## src/common/dma_pkg.sv

```systemverilog
/*
 * Shared types and constants of the DMA initiator request side.
 * Holds the descriptor layout, the NoC flit format and the tile setup.
 * Compile before every module that imports it.
 */
`default_nettype none

package dma_pkg;

  ////////////////////////////////////////
  // Sizes and tile setup
  ////////////////////////////////////////

  localparam int TABLE_ENTRIES   = 4;
  localparam int TABLE_PTR_W     = 2;
  localparam int NOC_PACKET_SIZE = 16;
  // Data flits left in a packet after header and address flit
  localparam int PKT_WORDS_MAX   = NOC_PACKET_SIZE - 2;
  localparam int PKT_CNT_W       = $clog2(NOC_PACKET_SIZE);
  localparam int SIZE_W          = 12;
  localparam int ADDR_W          = 32;
  localparam int DATA_W          = 32;

  // Identifier of this tile on the NoC
  localparam logic [4:0] TILE_ID = 5'd3;

  ////////////////////////////////////////
  // Codes
  ////////////////////////////////////////

  typedef enum logic [1:0] {
    PAYLOAD = 2'b00,
    HEADER  = 2'b01,
    LAST    = 2'b10
  } flit_kind_e;

  typedef enum logic [1:0] {
    L2R_REQ = 2'b00,
    R2L_REQ = 2'b01
  } pkt_type_e;

  localparam logic [2:0] PKT_CLASS_DMA = 3'b010;

  ////////////////////////////////////////
  // Descriptor and flit layout
  ////////////////////////////////////////

  // Transfer descriptor, dir set means local to remote
  typedef struct packed {
    logic              dir;
    logic [ADDR_W-1:0] laddr;
    logic [ADDR_W-1:0] raddr;
    logic [4:0]        rtile;
    logic [SIZE_W-1:0] size;
  } dma_req_t;

  // Body of a header flit
  typedef struct packed {
    logic [4:0]        dest;
    logic [2:0]        pkt_class;
    pkt_type_e         pkt_type;
    logic [4:0]        source;
    logic [3:0]        pkt_id;
    logic              req_last;
    logic [SIZE_W-1:0] size;
  } flit_hdr_t;

  // Same 32 bits seen as header fields or as a payload word
  typedef union packed {
    flit_hdr_t         hdr;
    logic [DATA_W-1:0] word;
  } flit_body_u;

  typedef struct packed {
    flit_kind_e kind;
    flit_body_u body;
  } flit_t;

endpackage

`default_nettype wire

```

## src/dma_arb_rr.sv

```systemverilog
/*
 * Round-robin arbiter over the request table entries.
 * Purely combinational; the caller registers nxt_gnt as the new grant.
 */
`timescale 1ns/1ps
`default_nettype none

module dma_arb_rr (
  input  wire logic [dma_pkg::TABLE_ENTRIES-1:0] req,
  input  wire logic [dma_pkg::TABLE_ENTRIES-1:0] gnt,
  output logic      [dma_pkg::TABLE_ENTRIES-1:0] nxt_gnt
);
  import dma_pkg::*;

  // Index of the current grant
  logic [TABLE_PTR_W-1:0] cur;
  // Candidate index in the search
  logic [TABLE_PTR_W-1:0] idx;
  logic                   found;

  always_comb begin
    // No grant yet, so the search starts at entry 0
    cur = TABLE_PTR_W'(TABLE_ENTRIES - 1);
    for (int i = 0; i < TABLE_ENTRIES; i++) begin
      if (gnt[i]) begin
        cur = TABLE_PTR_W'(i);
      end
    end

    // Hold the grant unless someone asks
    nxt_gnt = gnt;
    found   = 1'b0;
    idx     = cur;
    // Walk from the entry after the grant, the index wraps by width
    for (int k = 1; k <= TABLE_ENTRIES; k++) begin
      idx = cur + TABLE_PTR_W'(k);
      if (!found && req[idx]) begin
        nxt_gnt      = '0;
        nxt_gnt[idx] = 1'b1;
        found        = 1'b1;
      end
    end

    a_nxt_gnt_onehot: assert ($onehot0(nxt_gnt))
      else $error("arbiter grant is not one-hot");
  end

endmodule

`default_nettype wire

```

## src/dma_request_table.sv

```systemverilog
/*
 * Request table holding host-written DMA descriptors and their valid bits.
 * The host writes by index, the generator reads by index, and the
 * response side clears an entry through the done strobe.
 */
`timescale 1ns/1ps
`default_nettype none

module dma_request_table (
  input  wire logic                                clk,
  input  wire logic                                rst,
  // Host write port
  input  wire logic                                wr_en,
  input  wire logic [dma_pkg::TABLE_PTR_W-1:0]     wr_pos,
  input  wire dma_pkg::dma_req_t                   wr_req,
  // Done strobe from response side
  input  wire logic                                done_en,
  input  wire logic [dma_pkg::TABLE_PTR_W-1:0]     done_pos,
  // Read port to generator
  input  wire logic [dma_pkg::TABLE_PTR_W-1:0]     rd_pos,
  output dma_pkg::dma_req_t                        rd_req,
  output logic      [dma_pkg::TABLE_ENTRIES-1:0]   valid
);
  import dma_pkg::*;

  // Descriptor storage
  dma_req_t entries [TABLE_ENTRIES];

  always_ff @(posedge clk) begin
    if (wr_en) begin
      entries[wr_pos] <= wr_req;
    end
  end

  // Valid bits
  always_ff @(posedge clk) begin
    if (rst) begin
      valid <= '0;
    end else begin
      // Done first, a write to the same entry wins
      if (done_en) begin
        valid[done_pos] <= 1'b0;
      end
      if (wr_en) begin
        valid[wr_pos] <= 1'b1;
      end
    end
  end

  // Combinational read
  assign rd_req = entries[rd_pos];

  // Host may only overwrite a free entry or one being retired now
  a_no_overwrite: assert property (@(posedge clk) disable iff (rst)
    wr_en |-> !valid[wr_pos] || (done_en && (done_pos == wr_pos)))
    else $error("write to a valid table entry");

endmodule

`default_nettype wire

```

## src/dma_nocreq/dma_local_reader.sv

```systemverilog
/*
 * Local-memory read sequencer for L2R transfers. Issues word reads from
 * laddr on a start pulse and queues the data in a two-word buffer
 * that the generator drains through data_valid/data_ready.
 */
`timescale 1ns/1ps
`default_nettype none

module dma_local_reader (
  input  wire logic                       clk,
  input  wire logic                       rst,
  input  wire logic                       start,
  input  wire logic [dma_pkg::ADDR_W-1:0] laddr,
  input  wire logic [dma_pkg::SIZE_W-1:0] size,
  input  wire logic                       is_l2r,
  // Memory port
  output logic                            mem_rd,
  output logic      [dma_pkg::ADDR_W-1:0] mem_addr,
  input  wire logic [dma_pkg::DATA_W-1:0] mem_rdata,
  // Words to the generator
  output logic      [dma_pkg::DATA_W-1:0] data,
  output logic                            data_valid,
  input  wire logic                       data_ready
);
  import dma_pkg::*;

  // Words still to read
  logic [SIZE_W-1:0] remaining;
  logic [ADDR_W-1:0] addr;
  // Read issued last cycle, data on mem_rdata now
  logic              pend;
  logic [DATA_W-1:0] fifo_q [2];
  logic              wr_ptr;
  logic              rd_ptr;
  logic [1:0]        count;
  logic              pop;
  // Slots used or promised once this cycle's pop is done
  logic [2:0]        committed;

  assign pop        = data_valid & data_ready;
  assign committed  = {1'b0, count} + {2'b00, pend} - {2'b00, pop};
  assign mem_rd     = (remaining != '0) && (committed < 3'd2);
  assign mem_addr   = addr;
  assign data       = fifo_q[rd_ptr];
  assign data_valid = (count != 2'd0);

  always_ff @(posedge clk) begin
    if (rst) begin
      remaining <= '0;
      pend      <= 1'b0;
      wr_ptr    <= 1'b0;
      rd_ptr    <= 1'b0;
      count     <= 2'd0;
    end else begin
      pend <= mem_rd;
      if (start && is_l2r) begin
        remaining <= size;
      end else if (mem_rd) begin
        remaining <= remaining - 1'b1;
      end
      if (pend) begin
        wr_ptr <= ~wr_ptr;
      end
      if (pop) begin
        rd_ptr <= ~rd_ptr;
      end
      count <= count + {1'b0, pend} - {1'b0, pop};
    end
  end

  // Address and buffer payload
  always_ff @(posedge clk) begin
    if (start && is_l2r) begin
      addr <= laddr;
    end else if (mem_rd) begin
      addr <= addr + ADDR_W'(4);
    end
    if (pend) begin
      fifo_q[wr_ptr] <= mem_rdata;
    end
  end

  // A returning read always finds a free slot
  a_no_overflow: assert property (@(posedge clk) disable iff (rst)
    pend |-> (count != 2'd2) || pop)
    else $error("read buffer overflow");

endmodule

`default_nettype wire

```

## src/dma_nocreq/dma_nocreq.sv

```systemverilog
/*
 * Request packet generator. Picks a pending table entry round-robin,
 * emits its L2R data packets or R2L read request onto the NoC, and
 * keeps the entry open until the response side reports it done.
 */
`timescale 1ns/1ps
`default_nettype none

module dma_nocreq (
  input  wire logic                              clk,
  input  wire logic                              rst,
  // NoC output
  output dma_pkg::flit_t                         noc_out_flit,
  output logic                                   noc_out_valid,
  input  wire logic                              noc_out_ready,
  // Table read port
  output logic      [dma_pkg::TABLE_PTR_W-1:0]   rd_pos,
  input  wire dma_pkg::dma_req_t                 rd_req,
  input  wire logic [dma_pkg::TABLE_ENTRIES-1:0] valid,
  // Done strobe
  input  wire logic                              done_en,
  input  wire logic [dma_pkg::TABLE_PTR_W-1:0]   done_pos,
  // Local reader
  output logic                                   start,
  input  wire logic [dma_pkg::DATA_W-1:0]        data,
  input  wire logic                              data_valid,
  output logic                                   data_ready
);
  import dma_pkg::*;

  typedef enum logic [2:0] {
    ST_IDLE,
    ST_L2R_HDR,
    ST_L2R_ADDR,
    ST_L2R_DATA,
    ST_R2L_HDR,
    ST_R2L_SIZE,
    ST_R2L_RADDR,
    ST_R2L_LADDR
  } state_e;

  state_e state;
  state_e nxt_state;

  // Words sent in earlier packets of this request
  logic [SIZE_W-1:0]    req_cnt;
  logic [SIZE_W-1:0]    nxt_req_cnt;
  // Number of the current data flit in the packet, from 1
  logic [PKT_CNT_W-1:0] pkt_cnt;
  logic [PKT_CNT_W-1:0] nxt_pkt_cnt;
  // Data flits in the current packet
  logic [PKT_CNT_W-1:0] pkt_size;
  logic [PKT_CNT_W-1:0] nxt_pkt_size;

  // Arbiter grant, one-hot
  logic [TABLE_ENTRIES-1:0] select;
  logic [TABLE_ENTRIES-1:0] nxt_select;
  logic [TABLE_ENTRIES-1:0] requests;

  // Entries sent and waiting for their response
  logic [TABLE_ENTRIES-1:0] open_resp;
  logic [TABLE_ENTRIES-1:0] nxt_open_resp;

  logic                 nxt_start;
  logic [SIZE_W-1:0]    words_left;
  logic                 last_pkt;
  logic [PKT_CNT_W-1:0] pkt_words;
  flit_hdr_t            hdr;

  ////////////////////////////////////////
  // Entry selection
  ////////////////////////////////////////

  // Grant frozen while busy or while the start pulse is out
  assign requests = valid & ~open_resp & {TABLE_ENTRIES{(state == ST_IDLE) && !start}};

  dma_arb_rr u_arb (
    .req     (requests),
    .gnt     (select),
    .nxt_gnt (nxt_select)
  );

  always_ff @(posedge clk) begin
    if (rst) begin
      select <= '0;
    end else begin
      select <= nxt_select;
    end
  end

  // One-hot grant to table index
  always_comb begin
    rd_pos = '0;
    for (int i = 0; i < TABLE_ENTRIES; i++) begin
      if (select[i]) begin
        rd_pos = rd_pos | TABLE_PTR_W'(i);
      end
    end
  end

  // Single pulse per transfer
  assign nxt_start = (|(valid & ~open_resp)) && (state == ST_IDLE) && !start;

  ////////////////////////////////////////
  // Packet generation
  ////////////////////////////////////////

  // Split of an L2R request into packets
  assign words_left = rd_req.size - req_cnt;
  assign last_pkt   = (words_left <= SIZE_W'(PKT_WORDS_MAX));
  assign pkt_words  = last_pkt ? PKT_CNT_W'(words_left) : PKT_CNT_W'(PKT_WORDS_MAX);

  always_comb begin
    noc_out_valid = 1'b0;
    noc_out_flit  = '0;
    data_ready    = 1'b0;
    nxt_state     = state;
    nxt_req_cnt   = req_cnt;
    nxt_pkt_cnt   = pkt_cnt;
    nxt_pkt_size  = pkt_size;
    nxt_open_resp = open_resp;

    // Header fields shared by both request types
    hdr           = '0;
    hdr.dest      = rd_req.rtile;
    hdr.pkt_class = PKT_CLASS_DMA;
    hdr.source    = TILE_ID;
    hdr.pkt_id    = 4'(rd_pos);

    case (state)
      ST_IDLE: begin
        nxt_req_cnt = '0;
        if (start) begin
          nxt_state = rd_req.dir ? ST_L2R_HDR : ST_R2L_HDR;
        end
      end
      ST_L2R_HDR: begin
        noc_out_valid         = 1'b1;
        hdr.pkt_type          = L2R_REQ;
        hdr.req_last          = last_pkt;
        hdr.size              = SIZE_W'(pkt_words);
        noc_out_flit.kind     = HEADER;
        noc_out_flit.body.hdr = hdr;
        nxt_pkt_size          = pkt_words;
        nxt_pkt_cnt           = PKT_CNT_W'(1);
        if (noc_out_ready) begin
          nxt_state = ST_L2R_ADDR;
        end
      end
      ST_L2R_ADDR: begin
        noc_out_valid          = 1'b1;
        noc_out_flit.kind      = PAYLOAD;
        // Remote address advances by the words already sent
        noc_out_flit.body.word = rd_req.raddr + (ADDR_W'(req_cnt) << 2);
        if (noc_out_ready) begin
          nxt_state = ST_L2R_DATA;
        end
      end
      ST_L2R_DATA: begin
        // Forward reader words as they come
        noc_out_valid          = data_valid;
        noc_out_flit.body.word = data;
        if (pkt_cnt == pkt_size) begin
          noc_out_flit.kind = LAST;
        end else begin
          noc_out_flit.kind = PAYLOAD;
        end
        if (noc_out_ready && data_valid) begin
          data_ready  = 1'b1;
          nxt_pkt_cnt = pkt_cnt + 1'b1;
          if (pkt_cnt == pkt_size) begin
            nxt_req_cnt = req_cnt + SIZE_W'(pkt_cnt);
            if (last_pkt) begin
              // Request complete, wait for the response
              nxt_open_resp = open_resp | select;
              nxt_state     = ST_IDLE;
            end else begin
              nxt_state = ST_L2R_HDR;
            end
          end
        end
      end
      ST_R2L_HDR: begin
        noc_out_valid         = 1'b1;
        hdr.pkt_type          = R2L_REQ;
        hdr.req_last          = 1'b1;
        noc_out_flit.kind     = HEADER;
        noc_out_flit.body.hdr = hdr;
        if (noc_out_ready) begin
          nxt_state = ST_R2L_SIZE;
        end
      end
      ST_R2L_SIZE: begin
        noc_out_valid          = 1'b1;
        noc_out_flit.kind      = PAYLOAD;
        noc_out_flit.body.word = DATA_W'(rd_req.size);
        if (noc_out_ready) begin
          nxt_state = ST_R2L_RADDR;
        end
      end
      ST_R2L_RADDR: begin
        noc_out_valid          = 1'b1;
        noc_out_flit.kind      = PAYLOAD;
        noc_out_flit.body.word = rd_req.raddr;
        if (noc_out_ready) begin
          nxt_state = ST_R2L_LADDR;
        end
      end
      ST_R2L_LADDR: begin
        noc_out_valid          = 1'b1;
        noc_out_flit.kind      = LAST;
        noc_out_flit.body.word = rd_req.laddr;
        if (noc_out_ready) begin
          nxt_open_resp = open_resp | select;
          nxt_state     = ST_IDLE;
        end
      end
      default: begin
        nxt_state = ST_IDLE;
      end
    endcase

    // Response side retires the entry
    if (done_en) begin
      nxt_open_resp[done_pos] = 1'b0;
    end
  end

  always_ff @(posedge clk) begin
    if (rst) begin
      state     <= ST_IDLE;
      req_cnt   <= '0;
      pkt_cnt   <= '0;
      pkt_size  <= '0;
      open_resp <= '0;
      start     <= 1'b0;
    end else begin
      state     <= nxt_state;
      req_cnt   <= nxt_req_cnt;
      pkt_cnt   <= nxt_pkt_cnt;
      pkt_size  <= nxt_pkt_size;
      open_resp <= nxt_open_resp;
      start     <= nxt_start;
    end
  end

  // Flit held under back-pressure, table and reader included
  a_flit_stable: assert property (@(posedge clk) disable iff (rst)
    noc_out_valid && !noc_out_ready |=> noc_out_valid && $stable(noc_out_flit))
    else $error("NoC flit changed while stalled");

endmodule

`default_nettype wire

```

## src/dma_initiator.sv

```systemverilog
/*
 * Top of the DMA initiator request side.
 * Joins request table, packet generator and local reader.
 */
`timescale 1ns/1ps
`default_nettype none

module dma_initiator (
  input  wire logic                              clk,
  input  wire logic                              rst,
  // Host write port
  input  wire logic                              wr_en,
  input  wire logic [dma_pkg::TABLE_PTR_W-1:0]   wr_pos,
  input  wire dma_pkg::dma_req_t                 wr_req,
  // Done strobe
  input  wire logic                              done_en,
  input  wire logic [dma_pkg::TABLE_PTR_W-1:0]   done_pos,
  // NoC output
  output dma_pkg::flit_t                         noc_out_flit,
  output logic                                   noc_out_valid,
  input  wire logic                              noc_out_ready,
  // Local memory
  output logic                                   mem_rd,
  output logic      [dma_pkg::ADDR_W-1:0]        mem_addr,
  input  wire logic [dma_pkg::DATA_W-1:0]        mem_rdata
);
  import dma_pkg::*;

  logic [TABLE_PTR_W-1:0]   rd_pos;
  dma_req_t                 rd_req;
  logic [TABLE_ENTRIES-1:0] valid;
  logic                     start;
  logic [DATA_W-1:0]        data;
  logic                     data_valid;
  logic                     data_ready;

  dma_request_table u_table (
    .clk      (clk),
    .rst      (rst),
    .wr_en    (wr_en),
    .wr_pos   (wr_pos),
    .wr_req   (wr_req),
    .done_en  (done_en),
    .done_pos (done_pos),
    .rd_pos   (rd_pos),
    .rd_req   (rd_req),
    .valid    (valid)
  );

  dma_nocreq u_nocreq (
    .clk           (clk),
    .rst           (rst),
    .noc_out_flit  (noc_out_flit),
    .noc_out_valid (noc_out_valid),
    .noc_out_ready (noc_out_ready),
    .rd_pos        (rd_pos),
    .rd_req        (rd_req),
    .valid         (valid),
    .done_en       (done_en),
    .done_pos      (done_pos),
    .start         (start),
    .data          (data),
    .data_valid    (data_valid),
    .data_ready    (data_ready)
  );

  // Reader takes its transfer fields straight from the selected descriptor
  dma_local_reader u_reader (
    .clk        (clk),
    .rst        (rst),
    .start      (start),
    .laddr      (rd_req.laddr),
    .size       (rd_req.size),
    .is_l2r     (rd_req.dir),
    .mem_rd     (mem_rd),
    .mem_addr   (mem_addr),
    .mem_rdata  (mem_rdata),
    .data       (data),
    .data_valid (data_valid),
    .data_ready (data_ready)
  );

endmodule

`default_nettype wire

```

## config.mk

```make
export PLATFORM = sky130hd
export DESIGN_NAME = dma_initiator
export DESIGN_NICKNAME = d
export VERILOG_FILES = /design/src/common/dma_pkg.sv /design/src/dma_arb_rr.sv /design/src/dma_request_table.sv /design/src/dma_nocreq/dma_local_reader.sv /design/src/dma_nocreq/dma_nocreq.sv /design/src/dma_initiator.sv
export SDC_FILE = /design/constraint.sdc
export NUM_CORES = 1
export LEC_CHECK = 0
export ABC_AREA = 1
export BUFFER_PORTS_ARGS = -buffer_cell sky130_fd_sc_hd__buf_2
export CELL_PAD_IN_SITES_DETAIL_PLACEMENT = 0
export CELL_PAD_IN_SITES_GLOBAL_PLACEMENT = 1
export CORE_UTILIZATION = 43
export CTS_CLUSTER_DIAMETER = 50
export DETAILED_ROUTE_END_ITERATION = 12
export GPL_TIMING_DRIVEN = 0
export HOLD_SLACK_MARGIN = 0.06
export PLACE_DENSITY_LB_ADDON = 0.3
export SETUP_SLACK_MARGIN = 0.3
export SLEW_MARGIN = 10
export SYNTH_ARGS = -nofsm -noshare
export SYNTH_HDL_FRONTEND = slang
export SYNTH_HIERARCHICAL = 1
export SYNTH_SLANG_ARGS = --single-unit
```

## constraint.sdc

```tcl
create_clock -name clk -period 3.45 [get_ports clk]
set_input_delay 0.69 -clock clk [delete_from_list [all_inputs] [get_ports clk]]
set_output_delay 0.69 -clock clk [all_outputs]
set_load 0.01 [all_outputs]
```

== Word level (Yosys, flattened, before mapping) ==
Memories as Yosys holds them, arrays and structs flattened. A register that Yosys moved wholly into a read port is not among the register bits.
Index checks and enable logic that the tools add are counted.

* Register bits: 85
* Word-level logic and storage cells: 178
* Memory bits (writable): 392
* Input bits: 123
* Memories: 2

* Multiplexer cells: 76
* $lt $le $gt $ge: 14
* Reductions and logical operators: 31
* $add $sub $neg: 13
* Eq/ne operators: 17
* Bitwise logic cells: 11

{| class="wikitable"
|+ Memory list
! memory !! words !! bits a word !! read ports !! clocked after memory_dff !! wr ports !! line !! text
|-
| u_table.entries || 4 || 82 || 1 || 0 || 1 || dma_request_table.sv:27 || <nowiki>dma_req_t entries [TABLE_ENTRIES];</nowiki>
|-
| u_reader.fifo_q || 2 || 32 || 1 || 1 || 1 || dma_local_reader.sv:32 || <nowiki>logic [DATA_W-1:0] fifo_q [2];</nowiki>
|}

{| class="wikitable"
|+ Operators with widths
! operator !! number
|-
| one-hot mux 34 bit (7 select lines) || 1
|-
| 2-to-1 mux 32 bit || 2
|-
| 2-to-1 mux 4 bit || 14
|-
| 2-to-1 mux 12 bit || 4
|-
| adder 32 x 14 -> 32 bit || 1
|-
| adder 32 x 3 -> 32 bit (second input constant) || 1
|-
| 2-to-1 mux 3 bit || 10
|-
| one-hot mux 12 bit (2 select lines) || 1
|-
| one-hot mux 3 bit (8 select lines) || 1
|-
| 2-to-1 mux 1 bit || 23
|-
| less-than comparator 2 x 3 -> 1 bit (second input constant) || 6
|-
| AND 4 bit || 4
|-
| one-hot mux 4 bit (2 select lines) || 2
|-
| logical AND 1 bit || 15
|-
| 2-to-1 mux 2 bit || 7
|-
| adder 12 x 4 -> 12 bit || 1
|-
| demux 1 bit (select 2 bit) || 6
|-
| equality test 3 bit (second input constant) || 4
|-
| greater-or-equal comparator 2 x 1 -> 1 bit (second input constant) || 6
|-
| <= comparator 12 x 4 -> 1 bit (second input constant) || 1
|-
| != test 2 bit (second input constant) || 6
|-
| nonzero test 12 bit || 1
|-
| subtractor 12 x 1 -> 12 bit (second input constant) || 1
|-
| subtractor 12 bit || 1
|-
| other kinds (27) || 43
|}

== Logic depth before layout (Yosys ltp) ==
* Word-level depth: 17
* Depth in mapped cells: 24
* Mapped depth without buffers: 22

== Modules after synthesis ==
Netlist, hierarchy kept.

{| class="wikitable"
|+ Modules (own cells, without submodules)
! module !! cells each !! area an instance (um2) !! seq. area each (um2) !! instances
|-
| dma_request_table || 983 || 12969.9 || 9929.5 || 1
|-
| dma_local_reader || 587 || 5664.2 || 3243.1 || 1
|-
| dma_nocreq || 750 || 4424.2 || 640.6 || 1
|-
| dma_arb_rr || 109 || 629.4 || 0.0 || 1
|}

== Worst setup path after synthesis ==
No wires, ideal clock.

* Path type: register -> output
* From: register u_nocreq.select[3]
* To: output port noc_out_flit[1] in the netlist's numbering
* Arrival: 2.811 ns
* Path slack: -0.051 ns
* Stages on the path, launching flop included: 24
* Cells stage by stage: dfxtp_1 inv_1 nand2_1 buf_4 clkbuf_1 o21ai_0 nand2_1 inv_1 ha_1 fa_1 inv_1 nand2_1 nand2_2 nand3b_1 nand2_1 nand2_1 nand2_1 nand3_1 nor2_2 nand4_2 inv_2 nand2_1 nand2_1 nand4_1

{| class="wikitable"
|+ RTL lines
! what !! line !! text
|-
| start: declaration || dma_nocreq.sv:56 || <nowiki>logic [TABLE_ENTRIES-1:0] select;</nowiki>
|-
| start signal: assignment || dma_nocreq.sv:87 || <nowiki>select <= nxt_select;</nowiki>
|-
| end: declaration || dma_initiator.sv:19 || <nowiki>output dma_pkg::flit_t noc_out_flit,</nowiki>
|}

==> impl_metrics.tcl <==
set metrics [dict create \
    outcome "finished, violations left" \
    violations "setup timing" \
    syn_area_per_cell_um2 9.75 \
    clkLatencyLatePin_ns 0.63 \
    use_met2_pct 42.0 \
    finalSetupViolations 37 \
    timing.hold.ws_ns 0.251 \
    drc 0 \
    grt_max_degree 49 \
    synth_cell_types 62 \
    crit_path_end_kind "output pin" \
    leakagePower_nw 12.3 \
    clock_skew_ns 0.0298 \
    combPwrFrac_pct 44.6 \
    p_per_area_nw_per_um2 788 \
    crit_fanout 5 \
    dieHeight_um 237 \
    fin_nets 2963 \
    crit_required_ns 2.76 \
    finalMaxSlewViolations 0 \
    grt_setup_unrepaired "yes" \
    clockBufferDepth 3 \
    start_util_pct 43.8 \
    cts_tree "done" \
    hpwl_um 53700 \
    synth_top_cells_by_area "edfxtp_1 (54%), nand2_1 (9.1%), inv_1 (5.0%)" \
    initialDrtViolationCount 1748 \
    syn_inst 2429 \
    track_usage_pct 26.3 \
    worstPathArrival_ns 3.82 \
    grt_use_met3_pct 4.44 \
    coreArea_um2 54100 \
    crit_top_cell "buf_12" \
    synth_largest_area_cell "edfxtp_1" \
    intPower_w 0.0142 \
    drive_above_1_share_pct 29.5 \
    synth_seq_area_share_pct 58.3 \
    placed_area_um2 25800 \
    yosysMostFrequentCell "nand2_1" \
    synth_top_area_share_pct 53.8 \
    cts_root_buf "clkbuf_16" \
    syn_nets 2595 \
    routabilityCongestion 0.911 \
    finalInstanceArea_um2 30200 \
    finalHoldViolations 0 \
    cts_made_buffers 54 \
    grt_pass1_wl_um 110000 \
    p_sw_w 0.00965 \
    num_rows 85 \
    drtAntennaViolNets 0 \
    htree_levels 2 \
    grt_busiest_layer "met2" \
    grt_overflow 0 \
    dieArea_um2 56000 \
    pwr-share-seq_pct 32.4 \
    peakVddDrop_mv 0.493 \
    async_flop_share_pct 0 \
    synth_edf_count 424 \
    grt_pass1_vias 18000 \
    ys_seq_elements 478 \
    crit_path_start_kind "flop" \
    setup_slack_ns -1.06 \
    num_io_pins 191 \
    yosysWarnings 6 \
    relSlewSlack_pct 42.8 \
    synth_ff_type "edfxtp_1" \
    clock_power_share_pct 23.0 \
    grt_use_met1_pct 35.1 \
    die_x_um 237 \
    cp_cell_sequence "inv_8 -> nand2_8 -> buf_12 -> buf_12 -> buf_12 -> a21oi_4 -> o21ai_2 -> nand2_2 -> ha_4 -> fa_2 -> nand2_2 -> o21ai_4 -> a21oi_4 -> o21ai_4 -> a21boi_2 -> or2_2 -> nand3_1 -> nand4_1 -> buf_2" \
    synth_common_cells "nand2_1 (577), edfxtp_1 (424), inv_1 (317)" \
    viasPerCell 5.46 \
    critPathKind "reg -> out" \
    swShare_pct 40.5 \
    synthesis.area_um2 23700 \
    first_pass_iters 5 \
    worst_pin_slew_ns 0.858 \
    period_share_pct 131 \
    cap_viol_max_count 0 \
    drt_wl_total_um 75600 \
    slowest_stage "dfxtp_4" \
    holdCritPathClass "in -> reg" \
    final.setup.tns_ns -28.13 \
    clock_sinks 478 \
    vias 19300 \
    antenna_found_initial 4 \
    port_buffers 190 \
    path_clk_slew_ns 0.06 \
    areaGrowthSynthToFinish_pct 27.6 \
    wire_per_inst_um 21.4 \
    slowest_delay_ns 0.37 \
    fmax_mhz 222 \
    period_needed_ns 4.51 \
]
cell usage in the layout (no fill, tap or decap), drive strengths merged, types with 4 or more instances in the layout:
master and n:
nor2 158, nand3 128, a221oi 20, nand4 20, a22o 10, xnor2 10
o21ai 159, buf 374, or2 6, inv 343, a31oi 5, dfxtp 54
mux2 32, o211ai 83, clkinv 20, a21oi 166, nor3 31, ha 39
nand2 607, fa 4, diode 5, nand3b 10, edfxtp 424, xor2 17
clkbuf 90
power groups by stage:
stage | logic, W | registers [W] | clock network (W)
after detailed placement | 0.00847 | 0.00781 | 0
after CTS | 0.00964 | 0.00770 | 0.00556
after global routing | 0.0114 | 0.00779 | 0.00579
after floorplan | 0.00531 | 0.00777 | 0
final | 0.0106 | 0.00771 | 0.00547
after global placement | 0.00833 | 0.00782 | 0
metal layers:
metal / part of all wire [%] / wire [µm]
met4: 4.5 / 3420
met3: 7.6 / 5750
met1: 41 / 31000
met2: 47 / 35400
met5: 0.016 / 12
flip-flops by register name, indices dropped and copies added, names as in the netlist, 12 cells and up, named ones only:
register,cells
u_nocreq/req_cnt,12
u_reader/fifo_q,64
u_reader/mem_addr,32
u_reader/remaining,12
u_table/entries,328
path summary, 6_finish.rpt:
path	to	cells past startpoint	start	slack [ns]
max	noc_out_flit[12]	19	u_nocreq/select[3]	-1.06
min	u_reader/fifo_q[0][15]	1	mem_rdata[15]	0.25
max reg2reg	u_nocreq/open_resp[3]	31	u_nocreq/select[3]	-0.45
min reg2reg	u_reader/rd_ptr	1	u_reader/rd_ptr	0.46
critical path: cells and delay by family (launching register included):
kind	cells	cell delay, ns
adders and majority gates	2	0.36
and+or+nand+nor	6	0.88
buffers and inverters	5	0.73
DFF	1	0.37
AOI/OAI and AO/OA	6	0.85
through the flow:
step	setup WS [ns]	utilization (%)	cells	total power (W)
2_1_floorplan	0.138	-	2429	0.0131
5_1_grt	-1.17	55.8	3532	0.0250
3_5_place_dp	-1.01	47.7	3321	0.0163
3_3_place_gp	-1.12	47.3	3315	0.0161
6_report	-1.06	55.8	3536	0.0238
4_1_cts	-1.04	53.5	3477	0.0229
kinds of logic after synthesis:
group	share of synthesized area, %
simple gates	18.1
mux	1.52
fa+ha+maj	2.40
flops	58.3
xor+xnor	0.998
compound gates	11.5
buf+inv	7.20
what timing repair did:
| item | in CTS | in global routing |
|---|---|---|
| setup endpoints to repair | 86 | 54 |
| resized for setup | 250 | 198 |
| hold buffers | 0 | 0 |
| cloned | 0 | 1 |
| buffers inserted | 62 | 53 |
| pin swaps | 67 | 84 |
cell type report:
type / count / area [µm²]
multi-input cells: 1526 / 9540
repair buffers: 312 / 2230
fillers: 4638 / 23900
diodes: 5 / 12.5
well taps: 696 / 871
plain buffers: 85 / 718
flip-flops and latches: 478 / 13800
clock buffers: 67 / 1420
inverters: 340 / 1330
clock inverters: 27 / 268
No activity file was read; power rests on OpenSTA's default activity.
